**src/hw/rv_pkg.sv**
```systemverilog
// rv64 core shared definitions
package rv_pkg;

  localparam int xlen = 64;  // data path width

  // one code per supported instruction
  typedef enum logic [4:0] {
    op_illegal,
    op_ebreak,
    op_lui,
    op_auipc,
    op_jal,
    op_jalr,
    op_beq,
    op_bne,
    op_bge,
    op_bltu,
    op_bgeu,
    op_ld,
    op_sd,
    op_addi,
    op_sltiu,
    op_xori,
    op_andi,
    op_slli,
    op_srli,
    op_srai,
    op_add,
    op_sub,
    op_sltu,
    op_or,
    op_and,
    op_addw
  } op_e;

  // major opcodes, inst[6:0]
  localparam logic [6:0] opc_lui    = 7'b0110111;
  localparam logic [6:0] opc_auipc  = 7'b0010111;
  localparam logic [6:0] opc_jal    = 7'b1101111;
  localparam logic [6:0] opc_jalr   = 7'b1100111;
  localparam logic [6:0] opc_branch = 7'b1100011;
  localparam logic [6:0] opc_load   = 7'b0000011;
  localparam logic [6:0] opc_store  = 7'b0100011;
  localparam logic [6:0] opc_op_imm = 7'b0010011;
  localparam logic [6:0] opc_op     = 7'b0110011;
  localparam logic [6:0] opc_op_32  = 7'b0111011;
  localparam logic [6:0] opc_system = 7'b1110011;

  localparam logic [31:0] inst_ebreak = 32'h00100073;  // full ebreak word

endpackage

```
**src/hw/decode_if.sv**
```systemverilog
// decoded instruction bundle
`timescale 1ns/10ps

interface decode_if import rv_pkg::*; ();

  op_e             op;        // instruction class
  logic [4:0]      rd;
  logic [4:0]      rs1;
  logic [4:0]      rs2;
  logic [5:0]      shamt;     // rv64 shift amount
  logic [xlen-1:0] imm;       // sign extended immediate
  logic            uses_rs2;  // second operand comes from rs2

  modport producer (
    output op, rd, rs1, rs2, shamt, imm, uses_rs2
  );

  modport consumer (
    input op, rd, rs1, rs2, shamt, imm, uses_rs2
  );

  modport regs (
    input rs1, rs2
  );

endinterface

```
**src/hw/mux_key.sv**
```systemverilog
// key match lookup table
`timescale 1ns/10ps

module mux_key #(
  parameter int nr_key   = 2,
  parameter int key_len  = 1,
  parameter int data_len = 1
) (
  input  logic [key_len-1:0]                    key,
  input  logic [data_len-1:0]                   default_out,
  input  logic [nr_key*(key_len+data_len)-1:0]  lut,
  output logic [data_len-1:0]                   out
);

  localparam int pair_len = key_len + data_len;  // one key/data entry

  // entries never overlap, so at most one match drives out
  always_comb begin
    out = default_out;
    for (int i = 0; i < nr_key; i++) begin
      if (lut[i*pair_len+data_len +: key_len] == key) begin
        out = lut[i*pair_len +: data_len];
      end
    end
  end

endmodule

```
**src/hw/inst_decode.sv**
```systemverilog
// rv64 instruction decoder
`timescale 1ns/10ps

module inst_decode import rv_pkg::*; (
  input logic [31:0]  inst,
  decode_if.producer  dec
);

  localparam int op_len = $bits(op_e);

  logic [6:0]        opcode;
  logic [2:0]        funct3;
  logic [6:0]        funct7;
  logic [xlen-1:0]   imm_i;
  logic [xlen-1:0]   imm_u;
  logic [xlen-1:0]   imm_j;
  logic [xlen-1:0]   imm_b;
  logic [xlen-1:0]   imm_s;
  logic [op_len-1:0] op_major;   // lui, auipc, jal
  logic [op_len-1:0] op_funct7;  // r-type and shift immediates
  logic [op_len-1:0] op_funct3;  // final table output

  assign opcode = inst[6:0];
  assign funct3 = inst[14:12];

  // bit 25 is shamt[5] on op-imm, so it takes no part in the key there
  assign funct7 = {inst[31:26], inst[25] & (opcode != opc_op_imm)};

  assign dec.rd    = inst[11:7];
  assign dec.rs1   = inst[19:15];
  assign dec.rs2   = inst[24:20];
  assign dec.shamt = inst[25:20];

  // sign extended immediate formats
  assign imm_i = {{(xlen-12){inst[31]}}, inst[31:20]};
  assign imm_u = {{(xlen-32){inst[31]}}, inst[31:12], 12'b0};
  assign imm_j = {{(xlen-21){inst[31]}}, inst[31], inst[19:12], inst[20], inst[30:21], 1'b0};
  assign imm_b = {{(xlen-13){inst[31]}}, inst[31], inst[7], inst[30:25], inst[11:8], 1'b0};
  assign imm_s = {{(xlen-12){inst[31]}}, inst[31:25], inst[11:7]};

  always_comb begin
    case (opcode)
      opc_lui, opc_auipc:                     dec.imm = imm_u;
      opc_jal:                                dec.imm = imm_j;
      opc_branch:                             dec.imm = imm_b;
      opc_store:                              dec.imm = imm_s;
      opc_jalr, opc_load, opc_op_imm, opc_system: dec.imm = imm_i;
      default:                                dec.imm = '0;
    endcase
  end

  assign dec.uses_rs2 = (opcode == opc_op) || (opcode == opc_op_32) ||
                        (opcode == opc_branch) || (opcode == opc_store);

  mux_key #(.nr_key(3), .key_len(7), .data_len(op_len)) u_key_major (
    .key         (opcode),
    .default_out (op_illegal),
    .lut         ({
      opc_lui,   op_lui,
      opc_auipc, op_auipc,
      opc_jal,   op_jal
    }),
    .out         (op_major)
  );

  mux_key #(.nr_key(9), .key_len(17), .data_len(op_len)) u_key_funct7 (
    .key         ({funct7, funct3, opcode}),
    .default_out (op_major),  // falls through to the major table
    .lut         ({
      7'b0000000, 3'b000, opc_op,     op_add,
      7'b0100000, 3'b000, opc_op,     op_sub,
      7'b0000000, 3'b011, opc_op,     op_sltu,
      7'b0000000, 3'b110, opc_op,     op_or,
      7'b0000000, 3'b111, opc_op,     op_and,
      7'b0000000, 3'b000, opc_op_32,  op_addw,
      7'b0000000, 3'b001, opc_op_imm, op_slli,
      7'b0000000, 3'b101, opc_op_imm, op_srli,
      7'b0100000, 3'b101, opc_op_imm, op_srai
    }),
    .out         (op_funct7)
  );

  mux_key #(.nr_key(12), .key_len(10), .data_len(op_len)) u_key_funct3 (
    .key         ({funct3, opcode}),
    .default_out (op_funct7),
    .lut         ({
      3'b000, opc_jalr,   op_jalr,
      3'b000, opc_branch, op_beq,
      3'b001, opc_branch, op_bne,
      3'b101, opc_branch, op_bge,
      3'b110, opc_branch, op_bltu,
      3'b111, opc_branch, op_bgeu,
      3'b011, opc_load,   op_ld,
      3'b011, opc_store,  op_sd,
      3'b000, opc_op_imm, op_addi,
      3'b011, opc_op_imm, op_sltiu,
      3'b100, opc_op_imm, op_xori,
      3'b111, opc_op_imm, op_andi
    }),
    .out         (op_funct3)
  );

  // ebreak is a whole word match
  assign dec.op = (inst == inst_ebreak) ? op_ebreak : op_e'(op_funct3);

endmodule

```
**src/flat_wrapper.sv**
```systemverilog
// flat-port wrapper written by rule: the top's interface ports become plain ports
module inst_decode_flat import rv_pkg::*;
  (inst, dec_op, dec_rd, dec_rs1, dec_rs2, dec_shamt, dec_imm, dec_uses_rs2);
  decode_if dec_i ();
  input logic [31:0] inst;
  output wire logic [$bits(dec_i.op)-1:0] dec_op;
  output wire logic [$bits(dec_i.rd)-1:0] dec_rd;
  output wire logic [$bits(dec_i.rs1)-1:0] dec_rs1;
  output wire logic [$bits(dec_i.rs2)-1:0] dec_rs2;
  output wire logic [$bits(dec_i.shamt)-1:0] dec_shamt;
  output wire logic [$bits(dec_i.imm)-1:0] dec_imm;
  output wire logic [$bits(dec_i.uses_rs2)-1:0] dec_uses_rs2;
  assign dec_op = dec_i.op;
  assign dec_rd = dec_i.rd;
  assign dec_rs1 = dec_i.rs1;
  assign dec_rs2 = dec_i.rs2;
  assign dec_shamt = dec_i.shamt;
  assign dec_imm = dec_i.imm;
  assign dec_uses_rs2 = dec_i.uses_rs2;
  inst_decode u_core (.inst(inst), .dec(dec_i));
endmodule
```
**config.mk**
```make
export PLATFORM = sky130hd
export DESIGN_NAME = inst_decode_flat
export DESIGN_NICKNAME = d
export VERILOG_FILES = /design/src/hw/rv_pkg.sv /design/src/hw/decode_if.sv /design/src/hw/mux_key.sv /design/src/hw/inst_decode.sv /design/src/flat_wrapper.sv
export SDC_FILE = /design/constraint.sdc
export NUM_CORES = 1
export LEC_CHECK = 0
export BUFFER_PORTS_ARGS = -buffer_cell sky130_fd_sc_hd__buf_2
export CAP_MARGIN = 0
export CORE_UTILIZATION = 35
export DETAILED_ROUTE_END_ITERATION = 12
export SLEW_MARGIN = 30
export SYNTH_ARGS = -nofsm -noshare
export SYNTH_HDL_FRONTEND = slang
export SYNTH_HIERARCHICAL = 1
export SYNTH_SLANG_ARGS = --single-unit
```
**constraint.sdc**
```tcl
create_clock -name vclk -period 5.5
set_input_delay 1.1 -clock vclk [all_inputs]
set_output_delay 1.1 -clock vclk [all_outputs]
set_load 0.03 [all_outputs]
```
==> impl_metrics.py <==
metrics = {
    "sta": {
        "max_slew_margin": 0.5388,
        "setup_viol": 5,
        "fin_crit_sh": 1.042,
        "max_freq_mhz": 174.5,
        "tightest_slew_ns": 0.6867,
        "final_hold_viol_count": 0,
        "fin_ws_ns": -0.2294,
        "period_needed_ns": 5.729,
        "slew_violations": 0,
        "rsz0062_at_grt": "yes",
    },
    "worst_setup_path": {
        "path_max_fanout": 5,
        "cp.required_ns": 4.40,
        "critPathKind": "in2out",
        "crit_path_start_kind": "input pin",
        "worstPathArrival_ns": 4.63,
        "end_kind": "output pin",
    },
    "synthesis": {
        "ys_types": 70,
        "synth.area.mux_share": 0.01189,
        "synth_compound_area_frac": 0.1684,
        "synth_area_per_cell_um2": 7.720,
        "yosys.area_share.xor_xnor": 0.4399,
        "synth_fa_ha_area_frac": 0,
        "synth.top_cell.area_share": 0.2557,
        "synthCells": 763,
        "netlist_area_um2": 5891,
        "yosys.area_share.simple": 0.2502,
        "synth_top_family_by_area": "XOR/XNOR gates",
        "ys.warnings.count": 6,
        "synth_top_area_cell": "xor2_1",
        "ys_seq_area_frac": 0,
        "synthTopCellsByArea": "xor2_1 (26%), xnor2_1 (18%), buf_4 (8.3%)",
    },
    "cells_and_area": {
        "drive_gt1_frac": 0.1989,
        "clkbuf_count": 0,
        "finalNetCount": 1346,
        "fin_cells": 1532,
        "area_growth_pct": 44.90,
        "regArea_um2": 0,
        "insertedDiodeCount": 0,
        "nFlopsAndLatches": 0,
    },
    "die": {
        "core_area_um2": 16520,
        "die_area_um2": 17350,
        "ios": 123,
        "chipWidth_um": 131.7,
        "row_count": 47,
        "die_h_um": 131.7,
        "start_util": 0.3565,
    },
    "placed_design": {
        "dp_hpwl_um": 12990,
        "dp.cells": 1507,
        "dp_slack_ns": -0.4095,
        "port_buffers": 123,
        "place.gp.congestion": 0.7956,
    },
    "detailed_routing": {
        "drt_wl_total_um": 17090,
        "vias": 6225,
        "routedWlPerCell_um": 11.15,
        "routed_via_density": 4.063,
        "drtIter0Drc": 213,
        "route.detailed.drc": 0,
        "drt_pre_antenna_iters": 4,
        "antenna_left": 0,
    },
    "global_route": {
        "grt_overflow": 0,
        "grt_pass1_wl_um": 27300,
        "grt_max_degree": 34,
        "grt_util_all_layers": 0.1921,
        "antenna_found_initial": 0,
        "grt_pass1_vias": 5614,
    },
    "flow_run": {
        "maxCapViolations": 0,
    },
    "clocking": {
        "postCtsHoldBufs": 0,
    },
    "run_status": {
        "violations": "negative setup slack",
        "status": "complete, but fails checks",
    },
    "power_and_ir_drop": {
        "peakVddDrop_mv": 0.07668,
        "powerDensity_nw_per_um2": 59.38,
        "p_leak_nw": 4.279,
    },
    "min_path": {
        "hold_path.class": "in2out",
    },
}
==> path summary, 6_finish.rpt <==
kind	start	endpoint	slack, ns	cells past startpoint
max	inst[3]	dec_op[0]	-0.23	27
min	inst[17]	dec_rs1[2]	2.48	2
==> through the flow <==
step | util | area [um^2] | hold WS, ns | power (W) | TNS [ns]
floorplan | - | 7527 | 2.332 | 0.0004009 | 0
global route | 0.5165 | 8536 | 2.489 | 0.0005617 | -1.838
CTS | 0.5095 | 8419 | 2.478 | 0.0004966 | -1.357
global placement | 0.4921 | 8132 | 2.478 | 0.0004788 | -1.570
finish | 0.5165 | 8536 | 2.479 | 0.0005069 | -0.9683
detailed placement | 0.4921 | 8132 | 2.478 | 0.0004824 | -1.734
==> cell usage in the layout, fill, tap and decap left out, types with 4 or more instances in the layout <==
| cell | n |
|---|---|
| a221oi_1 | 4 |
| nand3_1 | 24 |
| nor2_1 | 29 |
| a222oi_1 | 5 |
| a22o_1 | 4 |
| buf_4 | 81 |
| xnor2_1 | 122 |
| a2111oi_2 | 4 |
| a211oi_1 | 5 |
| o21a_1 | 5 |
| a31oi_1 | 6 |
| nand4_1 | 33 |
| nand2b_1 | 4 |
| o211ai_1 | 4 |
| o221ai_1 | 10 |
| a21oi_1 | 5 |
| o21ai_1 | 5 |
| nor4_2 | 9 |
| conb_1 | 438 |
| and2_2 | 5 |
| nor4_1 | 36 |
| o22ai_1 | 9 |
| and2_1 | 7 |
| nor2b_1 | 6 |
| mux2i_1 | 7 |
| a221o_1 | 5 |
| xor2_1 | 170 |
| nor3_1 | 23 |
| buf_6 | 9 |
| nor3b_1 | 5 |
| buf_2 | 117 |
| inv_1 | 7 |
| a21o_1 | 20 |
| nand2_1 | 17 |
| nor4_4 | 6 |
==> synth_stat cells (all sizes together) (2+ instances only) <==
cell       n
o21a       5
a21oi      7
o22ai     10
buf       91
xnor2    122
o211ai     4
a41oi      2
a31oi      7
nand2     19
o2111ai    2
conb       2
nand3b     2
nor3b      5
nor4      51
a21o      20
a221oi     7
a2111oi    7
a221o      5
o22a       3
and2      12
mux2i      7
or2        4
clkbuf     3
nor2      32
a222oi     5
inv        7
nor3      27
and4       2
a22o       4
o2111a     2
xor2     173
nor2b      7
o211a      2
o21bai     3
or4        2
o21ai      7
o221ai    11
nand2b     4
a211oi     5
and3       3
nand4     35
nand3     24
==> metal layers <==
layer,vias up,part of all wire,GRT usage
met3,15,0.026,0.003076
li1,3371,-,-
met2,141,0.48,0.3571
met5,-,0,0
met1,2698,0.48,0.2498
met4,0,0.014,0.03230
==> critical path, cell delays in order <==
cell and delay [ns]:
buf_6 0.09, and3b_1 0.24, nand2_2 0.07, buf_4 0.13
buf_4 0.12, buf_4 0.12, buf_4 0.12, buf_4 0.12
buf_4 0.12, buf_4 0.12, buf_4 0.12, buf_4 0.12
buf_4 0.12, buf_4 0.13, buf_4 0.13, buf_4 0.13
buf_4 0.12, buf_4 0.12, buf_4 0.12, buf_4 0.12
buf_4 0.12, buf_4 0.12, buf_4 0.14, nor4_4 0.25
buf_6 0.17, or2_1 0.12, buf_6 0.13
==> kinds of logic (layout without fill, tap and decap cells) <==
| kind of cell | after synthesis | count (layout) |
|---|---|---|
| XOR/XNOR | 295 | 295 |
| AND/OR/NAND/NOR | 235 | 235 |
| AO/OA/AOI/OAI | 123 | 123 |
| buffers and inverters | 101 | 214 |
| multiplexers | 7 | 7 |
| other | 2 | 438 |
==> cell type report <==
cell class / instances / area (um^2)
fillers: 1627 / 7989
multi-input cells: 1098 / 6939
repair buffers: 207 / 1295
well taps: 220 / 275.3
inverters: 7 / 26.28
==> report_power, final <==
| part | switching (W) | internal, W |
|---|---|---|
| Sequential | 0 | 0 |
| Combinational | 0.000305 | 0.000202 |
| Clock | 0 | 0 |
| Total | 0.000305 | 0.000202 |
==> what timing repair did <==
action / in CTS / in global routing
hold endpoints to repair: 0 / 0
pin swaps: 26 / 32
endpoints found under the setup margin: 5 / 5
gates resized for setup: 24 / 24
buffers inserted: 27 / 0
Power figures use the tool's default switching activity.
