===== src/hw/rv_pkg.sv =====
// rv64 core shared definitions
package rv_pkg;

  localparam int xlen = 64;  // data path width

  // one code per supported instruction
  typedef enum logic [4:0] {
    op_illegal,
    op_ebreak,
    op_lui,
    op_auipc,
    op_jal,
    op_jalr,
    op_beq,
    op_bne,
    op_bge,
    op_bltu,
    op_bgeu,
    op_ld,
    op_sd,
    op_addi,
    op_sltiu,
    op_xori,
    op_andi,
    op_slli,
    op_srli,
    op_srai,
    op_add,
    op_sub,
    op_sltu,
    op_or,
    op_and,
    op_addw
  } op_e;

  // major opcodes, inst[6:0]
  localparam logic [6:0] opc_lui    = 7'b0110111;
  localparam logic [6:0] opc_auipc  = 7'b0010111;
  localparam logic [6:0] opc_jal    = 7'b1101111;
  localparam logic [6:0] opc_jalr   = 7'b1100111;
  localparam logic [6:0] opc_branch = 7'b1100011;
  localparam logic [6:0] opc_load   = 7'b0000011;
  localparam logic [6:0] opc_store  = 7'b0100011;
  localparam logic [6:0] opc_op_imm = 7'b0010011;
  localparam logic [6:0] opc_op     = 7'b0110011;
  localparam logic [6:0] opc_op_32  = 7'b0111011;
  localparam logic [6:0] opc_system = 7'b1110011;

  localparam logic [31:0] inst_ebreak = 32'h00100073;  // full ebreak word

endpackage


===== src/hw/decode_if.sv =====
// decoded instruction bundle
`timescale 1ns/10ps

interface decode_if import rv_pkg::*; ();

  op_e             op;        // instruction class
  logic [4:0]      rd;
  logic [4:0]      rs1;
  logic [4:0]      rs2;
  logic [5:0]      shamt;     // rv64 shift amount
  logic [xlen-1:0] imm;       // sign extended immediate
  logic            uses_rs2;  // second operand comes from rs2

  modport producer (
    output op, rd, rs1, rs2, shamt, imm, uses_rs2
  );

  modport consumer (
    input op, rd, rs1, rs2, shamt, imm, uses_rs2
  );

  modport regs (
    input rs1, rs2
  );

endinterface


===== src/hw/alu_exec.sv =====
// execute and branch unit
`timescale 1ns/10ps

module alu_exec import rv_pkg::*; (
  decode_if.consumer      dec,
  input  logic [xlen-1:0] pc,
  input  logic [xlen-1:0] rs1_data,
  input  logic [xlen-1:0] rs2_data,
  input  logic [xlen-1:0] load_data,
  output logic [xlen-1:0] result,
  output logic            rd_we,
  output logic [xlen-1:0] next_pc,
  output logic [xlen-1:0] mem_addr,
  output logic            mem_store,
  output logic            stop,
  output logic            bad
);

  logic [xlen-1:0] opb;       // rs2 or immediate
  logic [xlen-1:0] sum;
  logic [xlen-1:0] diff;
  logic [xlen-1:0] ea;        // rs1 + imm
  logic [xlen-1:0] pc_plus4;
  logic [xlen-1:0] pc_imm;
  logic            taken;
  logic            writes;    // instruction has a destination

  assign opb      = dec.uses_rs2 ? rs2_data : dec.imm;
  assign sum      = rs1_data + opb;
  assign diff     = rs1_data - rs2_data;
  assign ea       = rs1_data + dec.imm;
  assign pc_plus4 = pc + xlen'(4);
  assign pc_imm   = pc + dec.imm;

  always_comb begin
    case (dec.op)
      op_beq:  taken = (rs1_data == rs2_data);
      op_bne:  taken = (rs1_data != rs2_data);
      op_bge:  taken = ($signed(rs1_data) >= $signed(rs2_data));
      op_bltu: taken = (rs1_data < rs2_data);
      op_bgeu: taken = (rs1_data >= rs2_data);
      default: taken = 1'b0;
    endcase
  end

  always_comb begin
    result = '0;
    writes = 1'b1;
    case (dec.op)
      op_lui:            result = dec.imm;
      op_auipc:          result = pc_imm;
      op_jal, op_jalr:   result = pc_plus4;  // link value
      op_ld:             result = load_data;
      op_addi, op_add:   result = sum;
      op_sub:            result = diff;
      op_sltiu, op_sltu: result = {{(xlen-1){1'b0}}, (rs1_data < opb)};
      op_xori:           result = rs1_data ^ opb;
      op_andi, op_and:   result = rs1_data & opb;
      op_or:             result = rs1_data | opb;
      op_slli:           result = rs1_data << dec.shamt;
      op_srli:           result = rs1_data >> dec.shamt;
      op_srai:           result = xlen'($signed(rs1_data) >>> dec.shamt);
      op_addw:           result = {{(xlen-32){sum[31]}}, sum[31:0]};  // wrap then extend
      default:           writes = 1'b0;
    endcase
  end

  assign stop = (dec.op == op_ebreak) || (dec.op == op_illegal);
  assign bad  = (dec.op == op_illegal);

  always_comb begin
    if (stop) begin
      next_pc = pc;  // hold on the halting word
    end else if ((dec.op == op_jal) || taken) begin
      next_pc = pc_imm;
    end else if (dec.op == op_jalr) begin
      next_pc = ea & ~xlen'(1);
    end else begin
      next_pc = pc_plus4;
    end
  end

  assign mem_addr  = ea;
  assign mem_store = (dec.op == op_sd);
  assign rd_we     = writes && (dec.rd != 5'd0);

endmodule


===== src/flat_wrapper.sv =====
// flat-port wrapper written by rule: the top's interface ports become plain ports
module alu_exec_flat import rv_pkg::*;
  (pc, rs1_data, rs2_data, load_data, result, rd_we, next_pc, mem_addr, mem_store, stop, bad, dec_op, dec_rd, dec_rs1, dec_rs2, dec_shamt, dec_imm, dec_uses_rs2);
  decode_if dec_i ();
  input  logic [xlen-1:0] pc;
  input  logic [xlen-1:0] rs1_data;
  input  logic [xlen-1:0] rs2_data;
  input  logic [xlen-1:0] load_data;
  output logic [xlen-1:0] result;
  output logic rd_we;
  output logic [xlen-1:0] next_pc;
  output logic [xlen-1:0] mem_addr;
  output logic mem_store;
  output logic stop;
  output logic bad;
  input wire logic [$bits(dec_i.op)-1:0] dec_op;
  input wire logic [$bits(dec_i.rd)-1:0] dec_rd;
  input wire logic [$bits(dec_i.rs1)-1:0] dec_rs1;
  input wire logic [$bits(dec_i.rs2)-1:0] dec_rs2;
  input wire logic [$bits(dec_i.shamt)-1:0] dec_shamt;
  input wire logic [$bits(dec_i.imm)-1:0] dec_imm;
  input wire logic [$bits(dec_i.uses_rs2)-1:0] dec_uses_rs2;
  assign dec_i.op = dec_op;
  assign dec_i.rd = dec_rd;
  assign dec_i.rs1 = dec_rs1;
  assign dec_i.rs2 = dec_rs2;
  assign dec_i.shamt = dec_shamt;
  assign dec_i.imm = dec_imm;
  assign dec_i.uses_rs2 = dec_uses_rs2;
  alu_exec u_core (.dec(dec_i), .pc(pc), .rs1_data(rs1_data), .rs2_data(rs2_data), .load_data(load_data), .result(result), .rd_we(rd_we), .next_pc(next_pc), .mem_addr(mem_addr), .mem_store(mem_store), .stop(stop), .bad(bad));
endmodule

===== config.mk =====
export PLATFORM = sky130hd
export DESIGN_NAME = alu_exec_flat
export DESIGN_NICKNAME = d
export VERILOG_FILES = /design/src/hw/rv_pkg.sv /design/src/hw/decode_if.sv /design/src/hw/alu_exec.sv /design/src/flat_wrapper.sv
export SDC_FILE = /design/constraint.sdc
export NUM_CORES = 2
export LEC_CHECK = 0
export ABC_AREA = 1
export BUFFER_PORTS_ARGS = -buffer_cell sky130_fd_sc_hd__buf_2
export CAP_MARGIN = 20
export CORE_ASPECT_RATIO = 1.75
export CORE_MARGIN = 4
export CORE_UTILIZATION = 30
export DETAILED_ROUTE_END_ITERATION = 6
export PLACE_DENSITY = 0.54
export SYNTH_ARGS = -nofsm -noshare
export SYNTH_HDL_FRONTEND = slang
export SYNTH_SLANG_ARGS = --single-unit

===== constraint.sdc =====
create_clock -name vclk -period 3.9
set_input_delay 0.585 -clock vclk [all_inputs]
set_output_delay 0.585 -clock vclk [all_outputs]
set_load 0.01 [all_outputs]

==> results.md, run 1 <==
* Placed inst area at 68,230 um2
* Dominant cells by area after synthesis: nand2_1 26%, ha_1 13%, inv_1 11%, o21ai_0 8.6%, nand3_1 8.3%
* Sequential fraction of the synthesis area at 0%
* Syn Area/Cell at 4.872 um2
* Hold buffer count at CTS at 0
* # rows at 180
* Top cell type's share of synthesized area at 25.69%
* DIE HEIGHT at ~500 um
* Area leader, netlist: nand2_1
* Synth Warn # at 0
* Post-Syn Area at around 42,000 um2
* Syn nets at 9,297
* Err: [ERROR GRT-0116] Global routing finished with congestion. Check the congestion regions in the DRC Viewer.
* Last step reached: global routing
* Port bufs at 533
* Die width at a little under 300 um
* Maximum number of pins on one net before global-route repair at 67
* Placed cells at around 13,000
* Pre-CTS WS at -1720 ps
* Synth unique cells at between 50 and 60
* Final Wtd Congestion at 1.219
* First-pass GRT wire length at roughly 700,000 um
* Hpwl dp at 365,900 um
* Post-synthesis cell count at approximately 8,500
* GRT overflow at 340
* I/O pin cnt at 543
* Outcome: aborted with a tool error
* Vias in the first global route at 82,980
* Gr usage total at between 60 and 70%
* Initial Util at 30.21%
through the flow:
step,hold WS [ps],utilization (%)
3_5_place_dp,1536,49.66
4_1_cts,1535,50.23
2_1_floorplan,1294,-
3_3_place_gp,1522,49.66
cell usage after synthesis, types with 22 or more instances:
master    count
a211oi_1     23
a21o_1       23
a21oi_1     478
a31oi_1      22
and2_1       44
buf_1        65
buf_2        32
clkbuf_1    193
ha_1        428
inv_1      1216
nand2_1    2840
nand3_1     690
nand3b_1     27
nand4_1     177
nor2_1      827
nor3_1      125
nor4_1       30
o211ai_1     92
o21a_1       43
o21ai_0     716
o21bai_1     38
o221ai_1     24
o22ai_1      32
or2_2        46
xnor2_1      24
xor2_1       85
kinds of logic after synthesis:
logic type | count (synthesis) | share of synthesized area (%)
buffers and inverters | 1535 | 14.08
XOR/XNOR | 109 | 2.300
AND/OR/NAND/NOR | 4835 | 48.45
adder cells (fa/ha/maj) | 432 | 13.10
multiplexers | 21 | 0.5065
AO/OA/AOI/OAI | 1586 | 21.57
layer usage:
layer,GRT overflow,track usage [%]
met1,0,65.43
met2,206,89.28
met4,134,71.97
met3,0,40.85
met5,0,6.644
repair_timing:
item	CTS
pin swaps	12
endpoints found under the setup margin	138
gates resized for setup	247
setup buffers	9
==> run 2: changes to the inputs <==
--- a/config.mk
+++ b/config.mk
@@ -8,11 +8,10 @@
 export ABC_AREA = 1
 export BUFFER_PORTS_ARGS = -buffer_cell sky130_fd_sc_hd__buf_2
 export CAP_MARGIN = 20
-export CORE_ASPECT_RATIO = 1.75
 export CORE_MARGIN = 4
-export CORE_UTILIZATION = 30
+export CORE_UTILIZATION = 20
 export DETAILED_ROUTE_END_ITERATION = 6
-export PLACE_DENSITY = 0.54
+export PLACE_DENSITY_LB_ADDON = 0.15
 export SYNTH_ARGS = -nofsm -noshare
 export SYNTH_HDL_FRONTEND = slang
 export SYNTH_SLANG_ARGS = --single-unit
==> constraint.sdc (replaced) <==
create_clock -name vclk -period 5.1
set_input_delay 0.765 -clock vclk [all_inputs]
set_output_delay 0.765 -clock vclk [all_outputs]
set_load 0.01 [all_outputs]
==> results.md, run 2 <==
* Final wirelength at 466,600 um
* Area leader, netlist: nand2_1
* Hpwl dp at 418,900 um (+14%)
* Crit Path Class: in -> out
* Slew margin rel. at 26.36%
* CP endpoint kind: primary output
* Syn Area/Cell at 4.872 um2 (unchanged)
* CP arrival at between 4000 and 5000 ps
* Register area at 0 um2
* DR DRC count at 0
* Fin area at 59,410 um2
* Placed inst area at 58,550 um2 (-14%)
* Final hold slack at 1922 ps
* Internal power at ~2800 uW
* Die ar. at between 200,000 and 250,000 um2
* Worst Path Required at 4340 ps
* Final Setup Violations at 4
* Hold Crit Class: in -> out
* FF+latch count at 0
* Most used cell, CP: nand2_1
* Vias/cell at 5.316
* Maximum number of pins on one net before global-route repair at 103
* Sequential fraction of the synthesis area at 0% (unchanged)
* Final worst slack at -61.69 ps
* Syn-to-layout area delta at 43.15%
* Worst-margin pin slew at 1101 ps
* Post-synthesis cell count at 8,518 (unchanged)
* Most frequent cell after synthesis: nand2_1
* Port bufs at 533 (unchanged)
* # rows at 166 (-7.8%)
* Post-route ant nets at 0
* Ratio of cells with drive above 1 in the final layout at 22.25%
* Final worst path period need at about 5200 ps
* Failing checks: negative setup slack
* Top cell type's share of synthesized area at 25.69% (unchanged)
* Slowest CP cell: nor3_2
* GRT overflow at 0
* Sw Share at between 60% and 70%
* Synth Warn # at 0 (unchanged)
* Avg WL per Cell at between 30 and 40 um
* DR iter-0 viols at 8,014
* Startpoint types: primary input
* Fill cell count at 24,480
* Initial antenna violation count at 57
* Syn nets at 9,297 (unchanged)
* Multi-input logic area at 36,410 um2
* Final Cycle Share at 101.2%
* Commonest non-fill, non-tap cells in the layout: 2,816 x nand2_1, 1,428 x buf_4, 1,211 x inv_1, 791 x nor2_1, 669 x nand3_1
* Core Region at 205,400 um2
* Die width at 463.5 um (+60%)
* Final-layout clock buffer total at 0
* Synth unique cells at 54 (unchanged)
* Crit-path max FO at 4
* Max Freq at 193.7 MHz
* Combinational group share of total power at 100.0%
* Static leakage at ~0.032 uW
* Pwr per Cell Area at 143.2 nW/um2
* First-pass detailed-route iteration total at 6
* IR drop worst, VDD at about 0.09 mV
* Power share of the clock group at 0%
* First-pass GRT wire length at 600,800 um
* Routed via count at just under 70,000
* Post-Syn Area at 41,500 um2 (unchanged)
* Final Wtd Congestion at 1.038 (-15%)
* Initial Util at 20.20% (-10 points)
* TNS Setup at -88.03 ps
* Worst path max stage delay at 480 ps
* Hold buffer count at CTS at 0 (unchanged)
* Dominant cells by area after synthesis: nand2_1 26%, ha_1 13%, inv_1 11%, o21ai_0 8.6%, nand3_1 8.3%
* Switching power at approximately 5700 uW
* I/O pin cnt at 543 (unchanged)
* Pre-CTS WS at -1258 ps (+462.1 ps)
* Max-slew violations at 0
* MaxCap Viol Count at 0
* Outcome: finished, violations left
* Commonest non-fill, non-tap cell in the layout: nand2_1
* Reg power frac at 0%
* Fin. Hold Viols at 0
* RSZ-0062 raised after global routing: yes
* Commonest cells post-synth: 2,840 x nand2_1, 1,216 x inv_1, 827 x nor2_1, 716 x o21ai_0, 690 x nand3_1
* Critical-path cell list: buf_2 -> ha_1 -> nand2_1 -> inv_1 -> nand3_1 -> nor2_2 -> inv_1 -> nor3_2 -> buf_4 -> nand2_1 -> nand3_1 -> buf_12 -> nand2_1 -> nor2_1 -> o21ai_0 -> nor2_1 -> buf_4 -> nand2_1 -> buf_2
* Vias in the first global route at roughly 67,000
* Gr usage total at 41.17%
* DIE HEIGHT at 463.5 um (-7.3%)
* Final nets at 11,040
-- run 2: cell counts after synthesis --
Identical to the previous run, type by type.
-- run 2: through the flow --
step	cells	total power (uW)	utilization, %
after floorplan	8518	3253	-
after global placement	12940	8168	28.51
after detailed placement	12940	8136	28.51
after CTS	12940	8209	28.63
after global routing	12950	8844	28.91
final	12960	8509	28.92
-- run 2: final cells by class --
class / count / area share (%)
Antenna cell: 11 / 0.04633
Inverter: 1239 / 7.862
Multi-Input combinational cell: 6983 / 61.29
Tap cell: 2688 / 5.661
Timing Repair Buffer: 2037 / 25.14
-- run 2: cell families after synthesis --
kind of cell             synth area share, %
AO/OA/AOI/OAI                          21.57
XOR/XNOR                               2.300
adder cells (fa/ha/maj)                13.10
buffers and inverters                  14.08
multiplexers                          0.5065
AND/OR/NAND/NOR                        48.45
-- run 2: critical path: cells and delay by family --
family	cells	cell delay, ps
AND/OR/NAND/NOR	10	1920
AO/OA/AOI/OAI	1	120
buffers and inverters	7	1200
adder cells (fa/ha/maj)	1	360
-- run 2: worst paths after layout --
path	startpoint	to	depth (start not counted)
max	pc[2]	result[26]	19
min	pc[56]	next_pc[56]	4
-- run 2: repair_timing --
action	4_1_cts	5_1_grt
setup buffers	0	8
endpoints found under the setup margin	70	98
gates resized for setup	104	158
pin swaps	7	22
gates cloned	0	1
-- run 2: metal layers --
metal	routed length, um	vias to the layer above	part of all wire, %	GRT usage, %
li1	-	31230	-	-
met1	192600	33490	41	51.35
met2	206100	3366	44	66.69
met3	28660	779	6.1	4.940
met4	39120	20	8.4	26.91
met5	132	-	0.028	0
-- run 2: power groups by stage --
stage               clock [uW]  combinational, uW  sequential [uW]
detailed placement           0               8140                0
global placement             0               8170                0
floorplan                    0               3250                0
global route         0.0000270               8840                0
finish                0.000128               8510                0
CTS                          0               8210                0
No activity file was read; power rests on OpenSTA's default activity.
